### src/hw/pipe_ctrl_macros.svh
`ifndef PIPE_CTRL_MACROS_SVH
`define PIPE_CTRL_MACROS_SVH

// Datapath and register index widths.
`define PC_XLEN 32
`define PC_REGW 5

// CSR offsets on the AXI4-Lite port.
`define PC_CSR_MTVEC  4'h0
`define PC_CSR_MEPC   4'h4
`define PC_CSR_STALLS 4'h8
`define PC_CSR_REDIRS 4'hC

// Trap vector base.
// Return address, written by ecall capture.
// Counters are read-only.

`endif

### src/hw/pipe_ctrl_pkg.sv
`include "pipe_ctrl_macros.svh"

package pipe_ctrl_pkg;

    // Operand source for the EX stage.
    typedef enum logic [2:0] {
        reg_file      = 3'b000,
        ex_result     = 3'b001,
        wb_value      = 3'b010,
        mem_rdata     = 3'b011,
        mem_ex_result = 3'b100
    } fwd_sel_e;

    typedef struct packed {
        logic [`PC_REGW-1:0] rs1;
        logic [`PC_REGW-1:0] rs2;
        logic [`PC_XLEN-1:0] rs1_value;
        logic [`PC_XLEN-1:0] rs2_value;
    } id_stage_s;

    typedef struct packed {
        logic [`PC_XLEN-1:0] pc;
        logic [`PC_XLEN-1:0] imm;
        logic [`PC_XLEN-1:0] result;
        logic [`PC_REGW-1:0] rd;
        logic                reg_wen;
        logic                mem_ren;
        logic                branch;
        logic                jump;
        logic                mret;
        logic                ecall;
    } ex_stage_s;

    typedef struct packed {
        logic [`PC_XLEN-1:0] ex_result;
        logic [`PC_XLEN-1:0] rdata;
        logic [`PC_REGW-1:0] rd;
        logic                reg_wen;
        logic                mem_ren;
    } mem_stage_s;

    typedef struct packed {
        logic [`PC_XLEN-1:0] rd_value;
        logic [`PC_REGW-1:0] rd;
        logic                reg_wen;
    } wb_stage_s;

    typedef struct packed {
        logic [`PC_XLEN-1:0] rs1_fwd;
        logic [`PC_XLEN-1:0] rs2_fwd;
        logic                if_stall;
        logic                id_stall;
        logic                id_flush;
        logic                ex_flush;
        logic [`PC_XLEN-1:0] dnpc;
        logic                dnpc_valid;
    } ctrl_out_s;

    // Master to slave.
    typedef struct packed {
        logic [3:0]          awaddr;
        logic                awvalid;
        logic [`PC_XLEN-1:0] wdata;
        logic                wvalid;
        logic                bready;
        logic [3:0]          araddr;
        logic                arvalid;
        logic                rready;
    } axil_req_s;

    // Slave to master.
    typedef struct packed {
        logic                awready;
        logic                wready;
        logic [1:0]          bresp;
        logic                bvalid;
        logic                arready;
        logic [`PC_XLEN-1:0] rdata;
        logic [1:0]          rresp;
        logic                rvalid;
    } axil_rsp_s;

endpackage

### src/hw/fwd_arbiter.sv
`timescale 1ns/10ps
`include "pipe_ctrl_macros.svh"

module fwd_arbiter (
    input  pipe_ctrl_pkg::id_stage_s  id,
    input  pipe_ctrl_pkg::ex_stage_s  ex,
    input  pipe_ctrl_pkg::mem_stage_s mem,
    input  pipe_ctrl_pkg::wb_stage_s  wb,
    output pipe_ctrl_pkg::fwd_sel_e   rs1_sel,
    output pipe_ctrl_pkg::fwd_sel_e   rs2_sel
);

    logic ex_fwd_ok;
    logic mem_fwd_ok;
    logic wb_fwd_ok;

    // A load in EX has no data yet; the stall covers it.
    assign ex_fwd_ok  = ex.reg_wen && (ex.rd != '0) && !ex.mem_ren;
    assign mem_fwd_ok = mem.reg_wen && (mem.rd != '0);
    assign wb_fwd_ok  = wb.reg_wen && (wb.rd != '0);

    // Youngest writer wins.
    function automatic pipe_ctrl_pkg::fwd_sel_e pick_source(
        input logic [`PC_REGW-1:0] rs
    );
        pipe_ctrl_pkg::fwd_sel_e sel;
        if (ex_fwd_ok && (ex.rd == rs)) begin
            sel = pipe_ctrl_pkg::ex_result;
        end else if (mem_fwd_ok && (mem.rd == rs)) begin
            if (mem.mem_ren) begin
                sel = pipe_ctrl_pkg::mem_rdata;
            end else begin
                sel = pipe_ctrl_pkg::mem_ex_result;
            end
        end else if (wb_fwd_ok && (wb.rd == rs)) begin
            sel = pipe_ctrl_pkg::wb_value;
        end else begin
            sel = pipe_ctrl_pkg::reg_file;
        end
        return sel;
    endfunction

    always_comb begin
        rs1_sel = pick_source(id.rs1);
        rs2_sel = pick_source(id.rs2);
    end

    // Load result in EX must never be picked up as EX forward.
    always_comb begin
        if (ex.mem_ren) begin
            assert ((rs1_sel != pipe_ctrl_pkg::ex_result)
                    && (rs2_sel != pipe_ctrl_pkg::ex_result))
                else $error("fwd_arbiter: load in EX selected as forward source");
        end
    end

endmodule

### src/hw/hazard_control.sv
`timescale 1ns/10ps
`include "pipe_ctrl_macros.svh"

module hazard_control (
    input  pipe_ctrl_pkg::id_stage_s  id,
    input  pipe_ctrl_pkg::ex_stage_s  ex,
    input  pipe_ctrl_pkg::mem_stage_s mem,
    input  pipe_ctrl_pkg::wb_stage_s  wb,
    input  pipe_ctrl_pkg::fwd_sel_e   rs1_sel,
    input  pipe_ctrl_pkg::fwd_sel_e   rs2_sel,
    input  logic [`PC_XLEN-1:0]       mtvec,
    input  logic [`PC_XLEN-1:0]       mepc,
    output pipe_ctrl_pkg::ctrl_out_s  ctrl
);

    logic                load_use;
    logic                redirect;
    logic [`PC_XLEN-1:0] branch_target;

    function automatic logic [`PC_XLEN-1:0] fwd_mux(
        input pipe_ctrl_pkg::fwd_sel_e sel,
        input logic [`PC_XLEN-1:0]     reg_value
    );
        logic [`PC_XLEN-1:0] value;
        case (sel)
            pipe_ctrl_pkg::ex_result:     value = ex.result;
            pipe_ctrl_pkg::wb_value:      value = wb.rd_value;
            pipe_ctrl_pkg::mem_rdata:     value = mem.rdata;
            pipe_ctrl_pkg::mem_ex_result: value = mem.ex_result;
            default:                      value = reg_value;
        endcase
        return value;
    endfunction

    // Load in EX feeding an operand in ID.
    assign load_use = ex.mem_ren && ex.reg_wen && (ex.rd != '0)
                      && ((ex.rd == id.rs1) || (ex.rd == id.rs2));

    assign redirect = ex.jump || ex.branch || ex.mret || ex.ecall;

    // Nonzero EX result means the branch is taken.
    assign branch_target = (ex.result != '0) ? (ex.pc + ex.imm)
                                             : (ex.pc + `PC_XLEN'd4);

    always_comb begin
        ctrl.rs1_fwd  = fwd_mux(rs1_sel, id.rs1_value);
        ctrl.rs2_fwd  = fwd_mux(rs2_sel, id.rs2_value);

        ctrl.if_stall = load_use;
        ctrl.id_stall = load_use;
        ctrl.id_flush = redirect;
        ctrl.ex_flush = ex.jump || ex.branch || load_use;

        if (ex.jump) begin
            ctrl.dnpc = ex.result;
        end else if (ex.branch) begin
            ctrl.dnpc = branch_target;
        end else if (ex.mret) begin
            ctrl.dnpc = mepc;
        end else if (ex.ecall) begin
            ctrl.dnpc = mtvec;
        end else begin
            ctrl.dnpc = '0;
        end
        ctrl.dnpc_valid = redirect;
    end

    // Decode delivers at most one control transfer per instruction.
    always_comb begin
        assert ($onehot0({ex.jump, ex.branch, ex.mret, ex.ecall}))
            else $error("hazard_control: more than one redirect flag set in EX");
    end

endmodule

### src/hw/pipe_ctrl_top.sv
`timescale 1ns/10ps
`include "pipe_ctrl_macros.svh"

module pipe_ctrl_top (
    input  logic                      clk,
    input  logic                      arst_n,
    input  pipe_ctrl_pkg::id_stage_s  id,
    input  pipe_ctrl_pkg::ex_stage_s  ex,
    input  pipe_ctrl_pkg::mem_stage_s mem,
    input  pipe_ctrl_pkg::wb_stage_s  wb,
    output pipe_ctrl_pkg::ctrl_out_s  ctrl,
    input  pipe_ctrl_pkg::axil_req_s  axil_req,
    output pipe_ctrl_pkg::axil_rsp_s  axil_rsp
);

    pipe_ctrl_pkg::fwd_sel_e rs1_sel;
    pipe_ctrl_pkg::fwd_sel_e rs2_sel;
    logic [`PC_XLEN-1:0]     mtvec;
    logic [`PC_XLEN-1:0]     mepc;

    fwd_arbiter u_fwd_arbiter (
        .id      (id),
        .ex      (ex),
        .mem     (mem),
        .wb      (wb),
        .rs1_sel (rs1_sel),
        .rs2_sel (rs2_sel)
    );

    hazard_control u_hazard_control (
        .id      (id),
        .ex      (ex),
        .mem     (mem),
        .wb      (wb),
        .rs1_sel (rs1_sel),
        .rs2_sel (rs2_sel),
        .mtvec   (mtvec),
        .mepc    (mepc),
        .ctrl    (ctrl)
    );

    // Counters sample the stall and redirect seen by the pipeline.
    trap_csr_regs u_trap_csr_regs (
        .clk      (clk),
        .arst_n   (arst_n),
        .axil_req (axil_req),
        .axil_rsp (axil_rsp),
        .stall    (ctrl.if_stall),
        .redirect (ctrl.dnpc_valid),
        .ecall    (ex.ecall),
        .ex_pc    (ex.pc),
        .mtvec    (mtvec),
        .mepc     (mepc)
    );

endmodule

### src/hw/trap_csr_regs.sv
`timescale 1ns/10ps
`include "pipe_ctrl_macros.svh"

module trap_csr_regs (
    input  logic                     clk,
    input  logic                     arst_n,
    input  pipe_ctrl_pkg::axil_req_s axil_req,
    output pipe_ctrl_pkg::axil_rsp_s axil_rsp,
    input  logic                     stall,
    input  logic                     redirect,
    input  logic                     ecall,
    input  logic [`PC_XLEN-1:0]      ex_pc,
    output logic [`PC_XLEN-1:0]      mtvec,
    output logic [`PC_XLEN-1:0]      mepc
);

    logic                wr_ready;
    logic                bvalid;
    logic                rd_ready;
    logic                rvalid;
    logic [`PC_XLEN-1:0] rdata;
    logic [`PC_XLEN-1:0] rd_value;
    logic [`PC_XLEN-1:0] stall_cnt;
    logic [`PC_XLEN-1:0] redir_cnt;
    logic                wr_start;
    logic                wr_fire;
    logic                rd_start;
    logic                rd_fire;

    // Pending response blocks a new transaction of the same kind.
    assign wr_start = axil_req.awvalid && axil_req.wvalid && !wr_ready && !bvalid;
    assign wr_fire  = axil_req.awvalid && axil_req.wvalid && wr_ready;
    assign rd_start = axil_req.arvalid && !rd_ready && !rvalid;
    assign rd_fire  = axil_req.arvalid && rd_ready;

    always_ff @(posedge clk or negedge arst_n) begin
        if (!arst_n) begin
            wr_ready <= 1'b0;
            bvalid   <= 1'b0;
        end else begin
            wr_ready <= wr_start;
            if (wr_fire) begin
                bvalid <= 1'b1;
            end else if (axil_req.bready) begin
                bvalid <= 1'b0;
            end
        end
    end

    always_ff @(posedge clk or negedge arst_n) begin
        if (!arst_n) begin
            rd_ready <= 1'b0;
            rvalid   <= 1'b0;
        end else begin
            rd_ready <= rd_start;
            if (rd_fire) begin
                rvalid <= 1'b1;
            end else if (axil_req.rready) begin
                rvalid <= 1'b0;
            end
        end
    end

    always_comb begin
        case (axil_req.araddr)
            `PC_CSR_MTVEC:  rd_value = mtvec;
            `PC_CSR_MEPC:   rd_value = mepc;
            `PC_CSR_STALLS: rd_value = stall_cnt;
            `PC_CSR_REDIRS: rd_value = redir_cnt;
            default:        rd_value = '0;
        endcase
    end

    always_ff @(posedge clk) begin
        if (rd_fire) begin
            rdata <= rd_value;
        end
    end

    // Ecall capture wins over a software write to mepc.
    always_ff @(posedge clk or negedge arst_n) begin
        if (!arst_n) begin
            mtvec     <= '0;
            mepc      <= '0;
            stall_cnt <= '0;
            redir_cnt <= '0;
        end else begin
            if (wr_fire && (axil_req.awaddr == `PC_CSR_MTVEC)) begin
                mtvec <= axil_req.wdata;
            end
            if (ecall) begin
                mepc <= ex_pc;
            end else if (wr_fire && (axil_req.awaddr == `PC_CSR_MEPC)) begin
                mepc <= axil_req.wdata;
            end
            if (stall) begin
                stall_cnt <= stall_cnt + 1'b1;
            end
            if (redirect) begin
                redir_cnt <= redir_cnt + 1'b1;
            end
        end
    end

    assign axil_rsp.awready = wr_ready;
    assign axil_rsp.wready  = wr_ready;
    assign axil_rsp.bresp   = 2'b00;
    assign axil_rsp.bvalid  = bvalid;
    assign axil_rsp.arready = rd_ready;
    assign axil_rsp.rdata   = rdata;
    assign axil_rsp.rresp   = 2'b00;
    assign axil_rsp.rvalid  = rvalid;

    a_bvalid_hold: assert property (@(posedge clk) disable iff (!arst_n)
        bvalid && !axil_req.bready |=> bvalid);

endmodule

### config.mk
export PLATFORM = sky130hd
export DESIGN_NAME = pipe_ctrl_top
export DESIGN_NICKNAME = d
export VERILOG_FILES = /design/src/hw/pipe_ctrl_pkg.sv /design/src/hw/fwd_arbiter.sv /design/src/hw/hazard_control.sv /design/src/hw/pipe_ctrl_top.sv /design/src/hw/trap_csr_regs.sv
export VERILOG_INCLUDE_DIRS = /design/src /design/src/hw
export SDC_FILE = /design/constraint.sdc
export NUM_CORES = 1
export LEC_CHECK = 0
export CAP_MARGIN = 15
export CORE_AREA = 8 8 178 180
export DETAILED_ROUTE_END_ITERATION = 10
export DIE_AREA = 0 0 186 188
export DONT_BUFFER_PORTS = 1
export MAX_ROUTING_LAYER = met4
export PLACE_DENSITY = 0.64
export SLEW_MARGIN = 10
export SYNTH_ARGS = -nofsm -noshare
export SYNTH_HDL_FRONTEND = slang
export SYNTH_SLANG_ARGS = --single-unit
### constraint.sdc
create_clock -name clk -period 7.9 [get_ports clk]
set_input_delay 1.58 -clock clk [delete_from_list [all_inputs] [get_ports clk]]
set_output_delay 1.58 -clock clk [all_outputs]
set_load 0.01 [all_outputs]
# [Word level (Yosys, flattened, before mapping)]
# Index checks and enable logic that the tools add are counted.
[word_totals] regBits=164 out_inout_bits=142 wordCells=93
[classes] n_addsub=4 n_eq_ne=18 mux=21 reduce_logical=41
[op_table] op="32-bit case mux with 4 select lines" count=3
[op_table] op="32-bit 2-to-1 mux" count=7
[op_table] op="32-bit by 1-bit adder with 32-bit output (second input constant)" count=2
[op_table] op="32-bit by 3-bit adder with 32-bit output (second input constant)" count=1
[op_table] op="32-bit adder" count=1
[op_table] op="32-bit nonzero test" count=1
[op_table] op="5-bit equality test" count=6
[op_table] op="1-bit logical AND" count=22
[op_table] op="3-bit 2-to-1 mux" count=5
[op_table] op="5-bit nonzero test" count=3
[op_table] op="3-bit by 2-bit equality test with 1-bit output (second input constant)" count=4
[op_table] op="4-bit by 3-bit equality test with 1-bit output (second input constant)" count=2
[op_table] op="4-bit equality test (second input constant)" count=2
[op_table] op="4-bit logical NOT" count=2
[op_table] op="3-bit by 1-bit equality test with 1-bit output (second input constant)" count=2
[op_table] op="3-bit equality test (second input constant)" count=2
[op_table] op="2-bit nonzero test" count=3
[op_table] op="1-bit logical NOT" count=5
[op_table] op="1-bit logical OR" count=5
[op_table] op="1-bit 2-to-1 mux" count=4
[op_table] op="2-bit 2-to-1 mux" count=2

# [Logic depth before layout (Yosys ltp)]
# Gate-level depths: netlist of run 1.
[depth] word_depth=8 mapped_depth=11 mapped_depth_nobuf=11

# [Hierarchy]
# A second synthesis of run 1 with hierarchy kept.
[unflattened] hier_cells=1553 area_unflattened_um2=13497.9
[modules_own_cells] module="trap_csr_regs" n_inst=1 cells_per_inst=622 area_per_inst_um2=7546.0 seq_area_each_um2=4264.1
[modules_own_cells] module="hazard_control" n_inst=1 cells_per_inst=872 area_per_inst_um2=5510.3 seq_area_each_um2=0.0
[modules_own_cells] module="fwd_arbiter" n_inst=1 cells_per_inst=59 area_per_inst_um2=441.7 seq_area_each_um2=0.0

# [Worst setup path after synthesis of run 1]
# Ideal clock, no wire load.
[synth_timing] path_type="input to output" startpoint="in ex[43] (netlist bit)" endpoint="out ctrl[31] (netlist bit)" arrival_ns=3.942 required_ns=6.320 setup_slack_ns=2.378 stages=11 path_buffers=0 path_cell_list="ha_1 -> fa_1 -> a21oi_1 -> o22ai_1 -> a221o_2 -> nand3_4 -> a2111oi_4 -> o41ai_4 -> o21ai_0 -> xnor2_1 -> a21oi_1"
[synth_rtl] item="from (decl)" line_no="pipe_ctrl_top.sv:8" source="input pipe_ctrl_pkg::ex_stage_s ex,"
[synth_rtl] item="to (decl)" line_no="pipe_ctrl_top.sv:11" source="output pipe_ctrl_pkg::ctrl_out_s ctrl,"

==> results of run 1 <==
## final cells by class
cell class              instances  area (µm²)  share of cell area
clock buffers                  17         425              0.0301
repair buffers                 17         128             0.00904
diodes                         22        55.1             0.00390
multi-input cells            1281        8480               0.601
well taps                     390         488              0.0346
inverters                      24        90.1             0.00638
flip-flops and latches        164        4260               0.302
clock inverters                14         179              0.0127
## how the worst max path moves through the flow
stage	startpoint	end	slack, ns	cells past startpoint
2_1_floorplan	ex[43]	ctrl[31]	2.38	11
3_3_place_gp	ex[48]	ctrl[16]	1.56	10
3_5_place_dp	ex[48]	ctrl[16]	1.58	10
4_1_cts	ex[48]	ctrl[16]	1.56	10
5_1_grt	ex[48]	ctrl[16]	1.35	10
6_report	ex[48]	ctrl[16]	1.59	10
## critical path, stage by stage
cell      delay [ns]
ha_1            0.32
o21ai_0         0.38
nor2_1          0.12
o311ai_2        0.47
a21boi_1        0.18
o21ai_0         0.27
a21oi_1         0.14
o21a_1          0.18
o31a_1          0.34
a211oi_1        0.75
## cells in the mapped netlist, types with 6 or more instances
library cell    n
and4_1          8
a222oi_1       10
nor2b_1        10
or4_1           6
a21oi_1       127
o22ai_1        44
nor3_1         19
a22o_1         33
a221o_1        32
clkbuf_1       69
nand4_1        21
nand2b_1       12
a21o_1         17
mux2_2         44
xor2_1         55
dfrtp_1       132
xnor2_1        82
nor2_1         94
o211ai_1       15
mux2i_1        70
a211oi_1       19
or3_1           7
inv_1          24
buf_2          12
nor4_1         16
and3_1         19
buf_1          14
edfxtp_1       32
buf_4          13
nand3_1        40
o21ai_0       146
ha_1           34
nand2_1       225
and2_1          7
## kinds of logic after synthesis
family | synth area share
and+or+nand+nor | 0.178
buffers and inverters | 0.0435
other | 0.000284
DFF | 0.322
xor gates and xnor gates | 0.0907
muxes | 0.0905
AOI/OAI and AO/OA | 0.240
adders and majority gates | 0.0337
## flip-flops by register name, indices dropped and copies added (netlist names)
signal,cells
u_trap_csr_regs.mepc,32
u_trap_csr_regs.mtvec,32
u_trap_csr_regs.rdata,32
u_trap_csr_regs.redir_cnt,32
u_trap_csr_regs.stall_cnt,32
u_trap_csr_regs.bvalid,1
u_trap_csr_regs.rd_ready,1
u_trap_csr_regs.rvalid,1
u_trap_csr_regs.wr_ready,1
## layer usage
metal | vias to the layer above | global-route usage | wire length (µm)
li1 | 5685 | - | -
met1 | 6108 | 0.456 | 25700
met2 | 690 | 0.488 | 26600
met3 | 59 | 0.129 | 6980
met4 | 0 | 0.0919 | 1390
met5 | - | - | 0
## report_power, final
| group | internal (µW) | switching [µW] | leakage, µW |
|---|---|---|---|
| clock network | 499 | 348 | 0.000286 |
| logic | 194 | 295 | 0.00327 |
| registers | 929 | 60.8 | 0.00206 |
## through the flow
step,total power (µW),instances
3_5_place_dp,1490,1876
5_1_grt,2420,1924
6_report,2330,1929
3_3_place_gp,1490,1876
2_1_floorplan,1380,1579
4_1_cts,2330,1907
==> impl_metrics.json, run 1 <==
{
  "grt_start_max_net_pins": 133,
  "tightest_slew_ns": 1.15,
  "io_buffers": 0,
  "worstPathRequired_ns": 6.32,
  "cp-start-kind": "input port",
  "path_class": "input port to output port",
  "drive_gt1_frac": 0.0817,
  "dp_hpwl_um": 49400,
  "crit_arrival_ns": 4.73,
  "vias_per_cell": 6.50,
  "async_flop_share": 0.805,
  "r2r_setup_slack_ns": 5.51,
  "insertion_delay_ns": 0.43,
  "synth_area_leaders": "dfrtp_1 (25%), edfxtp_1 (7.3%), nand2_1 (6.4%)",
  "die_h_um": 188,
  "post_cts_resized": 0,
  "relSlewSlack": 0.224,
  "rsz0062_at_grt": "no",
  "cts_tree": "built",
  "drv_cap": 0,
  "min_path_cells": 1,
  "cts_root_buf": "clkbuf_16",
  "ir_drop_mv": 0.144,
  "syn_to_final_growth_pct": 6.70,
  "ant_nets": 0,
  "start_util": 0.456,
  "synth_edf_count": 32,
  "grt_overflow": 0,
  "yosysSeqAreaShare": 0.322,
  "initialDrtViolationCount": 1423,
  "drv_slew": 0,
  "fillers": 2806,
  "fmax_mhz": 158,
  "numCtsBuffers": 17,
  "fin_area_um2": 14100,
  "htree_levels": 4,
  "ys_types": 77,
  "worst-r2r-cell-count": 7,
  "p_leak_uw": 0.00561,
  "hold_ws_ns": 0.476,
  "ys_ff_latch": 164,
  "fin_util": 0.486,
  "yosysTopAreaCellShare": 0.250,
  "final_cell_mix": "nand2_1 (224), o21ai_0 (146), dfrtp_1 (132), a21oi_1 (126), nor2_1 (93)",
  "gp_congestion": 1.04,
  "wl_um": 60700,
  "hold_class": "register to register",
  "cts.clk_slew.worst_paths_ns": 0.06,
  "syn_inst": 1576,
  "timing.rr.end": "u_trap_csr_regs.redir_cnt[30]",
  "first_global_vias": 11800,
  "row_count": 63,
  "core_area_um2": 29000,
  "setup_ws_ns": 1.59,
  "ys.warnings.count": 0,
  "finalSetupViolCount": 0,
  "pin_count": 479,
  "drt_first_pass_iters": 8,
  "drc_errors": 0,
  "syn_area_per_cell_um2": 8.39,
  "yosys_most_used_dff": "dfrtp_1",
  "post_cts.repair.setup_buffers": 0,
  "crit_path_max_fanout": 4,
  "power.density_nw_per_um2": 165,
  "skew_ns": 0.00932,
  "syn-cell-area_um2": 13200,
  "cts.sinks": 164,
  "wl_per_cell_um": 31.5,
  "r2r-start": "u_trap_csr_regs.redir_cnt[0]",
  "final_nets": 1877,
  "cts_max_path_buffers": 2,
  "cts_hold_buf": 0,
  "antenna_found_initial": 12,
  "vias": 12500,
  "synth_area_leader_cell": "dfrtp_1",
  "dp_slack_ns": 1.58,
  "worst_hold_path.endpoint": "u_trap_csr_regs.redir_cnt[31]",
  "tns_ns": 0,
  "dpl_cell_area_um2": 13500,
  "fp.dieArea_um2": 35000,
  "track_usage": 0.345,
  "fin_crit_ns": 6.31,
  "final_common_cell": "nand2_1",
  "final.period_utilization": 0.799,
  "die_w_um": 186,
  "outcome": "complete, no violations",
  "grt_pass1_wl_um": 85600,
  "cp-end-kind": "output port",
  "min-delay-start": "u_trap_csr_regs.redir_cnt[31]",
  "final_hold_viol_count": 0
}
No activity file was read; power rests on OpenSTA's default activity.
==> run 2: changes to the inputs <==
- clock period: 7.9 -> 6.4 ns (I/O delays scaled with it)
==> run 2 against run 1 <==
Compared with the run above: via count rose by 0.60%; non-clock buffer count rose by 10; utilization rose by 0.33 points; critical endpoint is now ctrl[82]; largest cell class unchanged; largest power group unchanged; highest routed layer unchanged; flip-flop and latch count did not move; worst hold slack got worse by 0.0046 ns; worst setup slack got worse by 0.88 ns; global-route usage fell by 0.83 points; critical path depth fell by 3; clock power rose by 25%; clock-buffer cell count rose by 1; routed wire length fell by 2.0%.
==> impl_metrics.json, run 2 (synthesized netlist as in run 1, its figures left out) <==
{
  "finalSetupViolCount": 0,
  "final_hold_viol_count": 0,
  "antenna_found_initial": 15,
  "cts_tree": "built",
  "final.period_utilization": 0.889,
  "crit_arrival_ns": 4.41,
  "syn_to_final_growth_pct": 7.43,
  "fp.dieArea_um2": 35000,
  "cts.clk_slew.worst_paths_ns": 0.06,
  "switching_share": 0.301,
  "skew_ns": 0.00833,
  "insertion_delay_ns": 0.43,
  "hold_class": "register to register",
  "final_nets": 1887,
  "p_seq_frac": 0.424,
  "critical_path.max_stage_delay_ns": 0.85,
  "final_cell_mix": "nand2_1 (224), o21ai_0 (146), dfrtp_1 (132), a21oi_1 (126), nor2_1 (93)",
  "grt_overflow": 0,
  "gp_congestion": 1.02,
  "min-delay-start": "u_trap_csr_regs.redir_cnt[31]",
  "timing.rr.end": "u_trap_csr_regs.redir_cnt[30]",
  "path_class": "input port to output port",
  "tightest_slew_ns": 1.01,
  "ant_nets": 0,
  "die_w_um": 186,
  "grt_start_max_net_pins": 133,
  "drt_first_pass_iters": 6,
  "wl_per_cell_um": 30.6,
  "vias": 12600,
  "slowest_stage": "o21ai_0",
  "cts_root_buf": "clkbuf_16",
  "dpl.cell_count": 1886,
  "dp_hpwl_um": 48400,
  "worst_hold_path.endpoint": "u_trap_csr_regs.redir_cnt[31]",
  "post_cts.repair.setup_buffers": 0,
  "track_usage": 0.337,
  "row_count": 63,
  "pwr-share-comb": 0.208,
  "power.density_nw_per_um2": 203,
  "min_path_cells": 1,
  "start_util": 0.456,
  "final_common_cell": "nand2_1",
  "tns_ns": 0,
  "cts.sinks": 164,
  "core_area_um2": 29000,
  "drive_gt1_frac": 0.0877,
  "drv_slew": 0,
  "worst-r2r-cell-count": 7,
  "path_common_cell": "o21ai_0",
  "p_int_uw": 2020,
  "ir_drop_mv": 0.166,
  "r2r_setup_slack_ns": 4.05,
  "cp-end-kind": "output port",
  "wl_um": 59400,
  "outcome": "complete, no violations",
  "crit_path_max_fanout": 34,
  "numCtsBuffers": 17,
  "cp-start-kind": "input port",
  "fin_crit_ns": 5.69,
  "first_global_vias": 11700,
  "drv_cap": 0,
  "htree_levels": 4,
  "p_leak_uw": 0.00566,
  "fillers": 2844,
  "relSlewSlack": 0.326,
  "vias_per_cell": 6.49,
  "power_frac_clock": 0.368,
  "worstPathRequired_ns": 5.12,
  "pin_count": 479,
  "fmax_mhz": 176,
  "p_switching_uw": 867,
  "r2r-start": "u_trap_csr_regs.redir_cnt[0]",
  "grt_pass1_wl_um": 84000,
  "path_cells": "or4_1 -> o21ai_0 -> nor4_4 -> buf_4 -> nand2b_1 -> o21ai_0 -> a21oi_1",
  "drc_errors": 0,
  "cts_hold_buf": 0,
  "rsz0062_at_grt": "no",
  "post_cts_resized": 0,
  "stdcell_count": 1944,
  "initialDrtViolationCount": 1646,
  "cts_max_path_buffers": 2,
  "io_buffers": 0,
  "die_h_um": 188
}
[run 2: worst max-delay path, delay by kind of cell]
| family | cells | cell delay, ns |
|---|---|---|
| simple gates | 3 | 1.29 |
| buf+inv | 1 | 0.29 |
| compound gates | 3 | 1.53 |
[run 2: final cells by class]
class                      count  area [µm²]  area share
multi-input combinational   1281        8480       0.597
timing repair buffer          27         203      0.0143
tap                          390         488      0.0343
inverter                      24        90.1     0.00634
antenna                       26        65.1     0.00458
clock inverter                14         176      0.0124
sequential                   164        4260       0.300
clock buffer                  18         439      0.0309
[run 2: how the worst max path moves through the flow]
stage	from	endpoint	slack (ns)
after global routing	ex[51]	ctrl[32]	0.63
final	mem[2]	ctrl[82]	0.71
after detailed placement	ex[51]	ctrl[32]	0.88
after global placement	mem[2]	ctrl[82]	0.94
after CTS	ex[51]	ctrl[32]	0.87
after floorplan	ex[43]	ctrl[31]	1.48
[run 2: per-layer routing]
layer,vias to the layer above,global-route usage,wire [µm]
li1,5723,-,-
met1,6121,0.442,25000
met2,697,0.471,26000
met3,76,0.128,7030
met4,0,0.105,1470
met5,-,-,0
[run 2: power groups by stage]
stage          Sequential, µW  Clock, µW  Combinational (µW)
5_1_grt                  1230       1120                 655
4_1_cts                  1220       1070                 596
3_5_place_dp             1240          0                 593
2_1_floorplan            1220          0                 480
6_report                 1220       1060                 601
3_3_place_gp             1240          0                 589
[run 2: metrics by stage]
step                      hold WS, ns   util  worst slack (ns)  total power [µW]  area, µm²
final                           0.471  0.490             0.711              2880      14200
after global routing            0.502  0.489             0.635              3010      14200
after CTS                       0.472  0.487             0.868              2890      14100
after detailed placement        0.464  0.466             0.884              1830      13500
after global placement          0.458  0.466             0.940              1830      13500
after floorplan                 0.424      -              1.48              1700      13200
